$ cat src/hdl/hostbus_defines.svh
// sizes shared by the host bus slave, include wherever a width is needed
// the word is HB_WORD_BEATS bytes, sent most significant byte first
`ifndef HOSTBUS_DEFINES_SVH
`define HOSTBUS_DEFINES_SVH

// host side
`define HB_BUS_WIDTH 8 // byte lane of the gpio bus
`define HB_WORD_BEATS 2 // data beats per word

// memory side
`define HB_WORD_WIDTH 16 // must equal HB_BUS_WIDTH * HB_WORD_BEATS
`define HB_ADDR_WIDTH 8 // 256 words

// command flow control between assembler and memory stage
`define HB_CMD_CREDITS 2 // fifo depth, also the credit count after reset

// framing error counter, saturates at all ones
`define HB_FAULT_WIDTH 8

`endif

$ cat src/hdl/hostbus_pkg.sv
// host side types, the beat kinds from the front end and the assembler phases
// referenced as hostbus_pkg::name
`default_nettype none

package hostbus_pkg;

	// what the host strobed, decoded from read and register_select
	typedef enum logic [1:0] {
		BEAT_ADDR  = 2'd0, // register_select low
		BEAT_WDATA = 2'd1, // data beat with read low
		BEAT_RDATA = 2'd2 // data beat with read high
	} beat_kind_t;

	// where the assembler stands inside a word
	typedef enum logic [1:0] {
		PH_IDLE      = 2'd0, // on a word boundary
		PH_WRITING   = 2'd1, // some bytes of a write word taken
		PH_READING   = 2'd2, // some bytes of the held word returned
		PH_WAIT_WORD = 2'd3 // read beat parked until the word arrives
	} asm_phase_t;

endpackage

`default_nettype wire

$ cat src/hdl/hostbus_frontend.sv
// host bus front end, synchronizes the strobes and turns each enable edge into a beat
// answers with ack and drives the read byte while ack is up on a read
`timescale 1ns/100ps
`default_nettype none
`include "hostbus_defines.svh"

module hostbus_frontend (
	input  wire logic                     clock50,
	input  wire logic                     reset,
	// host side
	input  wire logic                     enable,
	input  wire logic                     read,
	input  wire logic                     register_select,
	input  wire logic [`HB_BUS_WIDTH-1:0] bus_in,
	// from the assembler
	input  wire logic                     beat_done,
	input  wire logic [`HB_BUS_WIDTH-1:0] rd_byte,
	// to the assembler
	output logic                          beat_valid,
	output hostbus_pkg::beat_kind_t       beat_kind,
	output logic [`HB_BUS_WIDTH-1:0]      beat_data,
	// back to the host
	output logic                          ack,
	output logic [`HB_BUS_WIDTH-1:0]      bus_out,
	output logic                          bus_oe
);

	// strobes packed as {enable, read, register_select}
	logic [2:0]               strobe_meta;
	logic [2:0]               strobe_sync;
	logic                     enable_d; // edge detect flop
	logic                     enable_rise;
	logic                     ack_hold;
	logic                     beat_is_read; // kind of the current beat
	logic [`HB_BUS_WIDTH-1:0] rd_byte_q;

	assign enable_rise = strobe_sync[2] & ~enable_d;

	// two flop synchronizer for all three host strobes
	always_ff @(posedge clock50) begin
		if (reset) begin
			strobe_meta <= '0;
			strobe_sync <= '0;
			enable_d <= 1'b0;
		end else begin
			strobe_meta <= {enable, read, register_select};
			strobe_sync <= strobe_meta;
			enable_d <= strobe_sync[2];
		end
	end

	// one beat per rising edge of enable
	always_ff @(posedge clock50) begin
		if (reset) begin
			beat_valid <= 1'b0;
			beat_is_read <= 1'b0;
		end else begin
			beat_valid <= enable_rise;
			if (enable_rise) begin
				beat_is_read <= strobe_sync[1] & strobe_sync[0];
			end
		end
	end

	// bus_in has been stable since before enable went up, so it is
	// sampled directly here three cycles later
	always_ff @(posedge clock50) begin
		if (enable_rise) begin
			beat_data <= bus_in;
			if (!strobe_sync[0]) begin
				beat_kind <= hostbus_pkg::BEAT_ADDR; // read is ignored here
			end else if (strobe_sync[1]) begin
				beat_kind <= hostbus_pkg::BEAT_RDATA;
			end else begin
				beat_kind <= hostbus_pkg::BEAT_WDATA;
			end
		end
	end

	// ack is held from the cycle after beat_done until enable drops
	always_ff @(posedge clock50) begin
		if (reset) begin
			ack_hold <= 1'b0;
		end else if (!strobe_sync[2]) begin
			ack_hold <= 1'b0;
		end else if (beat_done) begin
			ack_hold <= 1'b1;
		end
	end

	// read byte latched with beat_done, held for the whole ack
	always_ff @(posedge clock50) begin
		if (beat_done) begin
			rd_byte_q <= rd_byte;
		end
	end

	// gating with the synced enable drops ack two cycles after the host does
	assign ack = ack_hold & strobe_sync[2];
	assign bus_oe = ack & beat_is_read; // drive only on a read beat
	assign bus_out = rd_byte_q;

endmodule

`default_nettype wire

$ cat config.mk
export PLATFORM = sky130hd
export DESIGN_NAME = hostbus_frontend
export DESIGN_NICKNAME = d
export VERILOG_FILES = /design/src/hdl/hostbus_pkg.sv /design/src/hdl/hostbus_frontend.sv
export VERILOG_INCLUDE_DIRS = /design/src /design/src/hdl
export SDC_FILE = /design/constraint.sdc
export NUM_CORES = 1
export LEC_CHECK = 0
export BUFFER_PORTS_ARGS = -buffer_cell sky130_fd_sc_hd__buf_2
export CORE_MARGIN = 2
export CORE_UTILIZATION = 40
export DETAILED_ROUTE_END_ITERATION = 10
export MAX_ROUTING_LAYER = met4
export PLACE_DENSITY = 0.8
export SKIP_LAST_GASP = 1
export SLEW_MARGIN = 25
export SYNTH_ARGS = -nofsm -noshare
export SYNTH_HDL_FRONTEND = slang
export SYNTH_SLANG_ARGS = --single-unit
$ cat constraint.sdc
create_clock -name clock50 -period 1.63 [get_ports clock50]
set_input_delay 0.489 -clock clock50 [delete_from_list [all_inputs] [get_ports clock50]]
set_output_delay 0.489 -clock clock50 [all_outputs]
set_load 0.005 [all_outputs]
Word level (Yosys, flattened, before mapping):

Cells that the tools add are included.
W data, S select, Z words.

* bits in registers: 28
* input port bits: 22
* output and inout bits: 21
* word-level logic and storage cells: 17

* muxes and demuxes: 1
* bitwise gates (word level): 6
* reductions and logical operators: 1

Operators by type and width (count)
* $and A1 B1 Y1: 4
* $mux W2: 1
* $not A1 Y1: 2
* $reduce_or A2 Y1: 1

Logic depth before layout (Yosys ltp):

* depth after elaboration: 2
* gate-level depth with buffers: 3
* gate-level depth less buffers: 3

Least setup slack after synthesis:

OpenSTA, ideal clock, no wires.

* path kind: register to register
* start point: reg enable_d
* end point: reg beat_is_read
* library setup time: 114 ps
* arrival time: 942 ps
* required time: 1516 ps
* path slack: 573 ps
* stages on the path, launching flop included: 4
* path buffers: 0
* period minus slack after synthesis: 1057 ps
* path through: dfxtp_1 and2b_1 mux2i_1 nor2_1

* word-level cells in the longest chain between the ends: 2

RTL lines
* from (decl): line hostbus_frontend.sv:31 `logic enable_d;`
* from (signal assigned): line hostbus_frontend.sv:48 `enable_d <= strobe_sync[2];`
* $not A1 Y1: line hostbus_frontend.sv:37 `assign enable_rise = strobe_sync[2] & ~enable_d;`
* $and A1 B1 Y1: line hostbus_frontend.sv:37
* named net enable_rise: line hostbus_frontend.sv:32 `logic enable_rise;`
* to (signal assigned): line hostbus_frontend.sv:60 `beat_is_read <= strobe_sync[1] & strobe_sync[0];`
* to (decl): line hostbus_frontend.sv:34 `logic beat_is_read;`

The timed path passes the listed nets, and every way through them passes these cells.
A chain may end at the register's enable or synchronous reset.

Worst setup path after layout:

* start point: reg strobe_sync[2]
* end point: out bus_oe

* word-level cells in the longest chain between the ends: 2

RTL lines
* from (decl): line hostbus_frontend.sv:30 `logic [2:0] strobe_sync;`
* from (signal assigned): line hostbus_frontend.sv:47 `strobe_sync <= strobe_meta;`
* $and A1 B1 Y1: line hostbus_frontend.sv:99 `assign ack = ack_hold & strobe_sync[2];`
* $and A1 B1 Y1: line hostbus_frontend.sv:100 `assign bus_oe = ack & beat_is_read;`
* to (decl): line hostbus_frontend.sv:25 `output logic bus_oe`

No other way between the ends.

==> flow_summary_export.csv <==
group,metric,value,unit
min_path,hold_class,"input port to register",
synthesis,synth_area_leaders,"edfxtp_1, dfxtp_1, and2b_2, nor2_1, and2_1",
power,vdd_ir_drop_max,0.405,mV
timing,slew_violations,0,
placed_design,numPortBuffers,42,
die,initial_core_util,43.1,%
timing,finalWorstSetupSlack,189,ps
timing,tightest_slew,409,ps
grt,grt_max_degree,16,
cts,cts_root_buffer,"clkbuf_4",
synthesis,synth-warning-count,0,
timing,setup-violations-final,0,
timing,rsz0062_at_grt,"false",
die,die_y,50.5,µm
cts,cts_sinks,28,
die,core_area,0.00200,mm²
grt,gr-total-overflow,0,
cells_and_area,post-route-util,57.1,%
detailed_routing,via_per_inst,4.16,
power,power_leakage,0.515,nW
detailed_routing,drc,0,
run,drv_cap,0,
cts,cts_hold_buf,0,
cells_and_area,final_common_cell,"buf_2",
cells_and_area,most-common-layout-cells,"buf_2, edfxtp_1, dfxtp_1",
grt,antenna_found_initial,0,
die,die_width,50.5,µm
cts,h-tree-depth,1,
synthesis,yosys.area.top_type_share,62.6,%
detailed_routing,drt_first_pass_iters,2,
die,rows,16,
timing,clock.fmax,694,MHz
detailed_routing,vias,495,
synthesis,synth.distinct_cells,11,
die,die-area,0.00255,mm²
cts,numCtsBuffers,3,
critical_path,critPathMaxFanout,4,
grt,grt_pass1_vias,416,
cts,clk_pin_slew,130,ps
cts,cts_setup_buffers,0,
critical_path,cp.arrival,950,ps
grt,grt_pass1_wl,1690,µm
synthesis,netlist_area,863,µm²
detailed_routing,drt_iter0_drc,12,
cells_and_area,layout.nets,115,
critical_path,criticalPathCategory,"register to output port",
synthesis,yosysSeqAreaShare,85.8,%
cts,clk_path_buf_depth,2,
detailed_routing,final_antenna_net_count,0,
timing,max_slew_margin,72.7,%
critical_path,setup.worst_path.start_class,"register",
synthesis,synth_fp_nets,68,
grt,busiest_layer,"met2",
critical_path,end_kind,"output port",
synthesis,syn_inst,46,
critical_path,slowest_delay,350,ps
timing,fin_setup_tns,0,ps
critical_path,required,1140,ps
placed_design,gp_congestion,0.612,
synthesis,ys_ff_latch,28,
synthesis,yosysTopAreaCell,"edfxtp_1",
timing,finalCriticalPeriod,1440,ps
critical_path,slowest_stage,"dfxtp_1",
timing,fin_crit_sh,88.4,%
power,power_density,1030,mW/mm²
timing,final-hold-violation-count,0,
grt,met1_usage,10.6,%
cells_and_area,design_area,0.00114,mm²
synthesis,avgSynthCellArea,18.8,µm²
cells_and_area,area_growth,32.5,%
grt,use_met2,15.4,%
die,io_pins,43,
critical_path,path_cells,"and3_1, buf_2",
grt,track_usage,9.89,%
cts,clock_latency,310,ps
status,status,"complete, no violations",
detailed_routing,wire_per_inst,9.66,µm
placed_design,place_area,0.00111,mm²
placed_design,pre_cts_slack,491,ps
timing,fin_worst_skew,1.27,ps
cells_and_area,final_layout_size_suffix_gt1_share,57.6,%
grt,met3_usage,0.893,%
detailed_routing,drt_wl_total,1150,µm
cts,cts_tree,"built",
cells_and_area,antenna_cells,0,
cts,cts-resized-gates,0,
[registers in the layout (all words and copies together), names as in the netlist]
signal and cells:
enable_d 1, ack_hold 1, strobe_meta 3, beat_kind 2, beat_is_read 1, strobe_sync 3
bus_out 8, beat_data 8, beat_valid 1
[worst max-delay path, delay by kind of cell (launching register included)]
kind	cells	cell delay [ps]
flops	1	350
simple gates	1	170
buf+inv	1	120
[power by group]
group	leakage (nW)	total, mW	switching (mW)	internal, mW
Clock	0.0210	0.315	0.178	0.137
Combinational	0.244	0.0690	0.0282	0.0407
Sequential	0.249	0.795	0.00670	0.789
[cells in the mapped netlist]
cell type,n
and3_1,1
inv_1,1
and2_1,2
nor2_1,4
dfxtp_1,10
edfxtp_1,18
and2b_2,6
mux2i_1,1
or2b_2,1
and2b_1,1
nor2b_1,1
[logic make-up (layout without fill, tap and decap cells)]
kind of cell / count (synthesis) / after routing / synth area share (%)
and+or+nand+nor: 16 / 16 / 12.6
muxes: 1 / 1 / 1.16
DFF: 28 / 28 / 85.8
buffers and inverters: 1 / 47 / 0.434
[per-stage QoR]
stage	std cells	hold slack (ps)	total power [mW]
after detailed placement	115	401	0.883
final	119	339	1.18
after global routing	119	319	1.22
after floorplan	46	384	0.830
after global placement	115	387	0.879
after CTS	119	326	1.19
[path summary, 6_finish.rpt]
check / start / to / slack, ps / cells after the start
max: strobe_sync[2]$_SDFF_PP0_ / bus_oe / 190 / 2
min: rd_byte[3] / bus_out[3]$_DFFE_PP_ / 340 / 1
max reg2reg: enable_d$_SDFF_PP0_ / beat_is_read$_SDFFE_PP0P_ / 490 / 3
min reg2reg: enable_d$_SDFF_PP0_ / beat_valid$_SDFF_PP0_ / 420 / 1
[routing by layer]
metal | share of wire (%) | wire length [µm] | up-vias
li1 | - | - | 252
met2 | 45 | 521 | 33
met1 | 39 | 451 | 206
met5 | 0 | 0 | -
met4 | 3.7 | 42 | 0
met3 | 12 | 135 | 4
[layout make-up]
cell class              count  area [µm²]
fillers                   171         858
well taps                  27        33.8
clock buffers               4        36.3
multi-input cells          17         119
inverters                   1        3.75
repair buffers             42         210
flip-flops and latches     28         741
(Power assumes the default switching activity.)
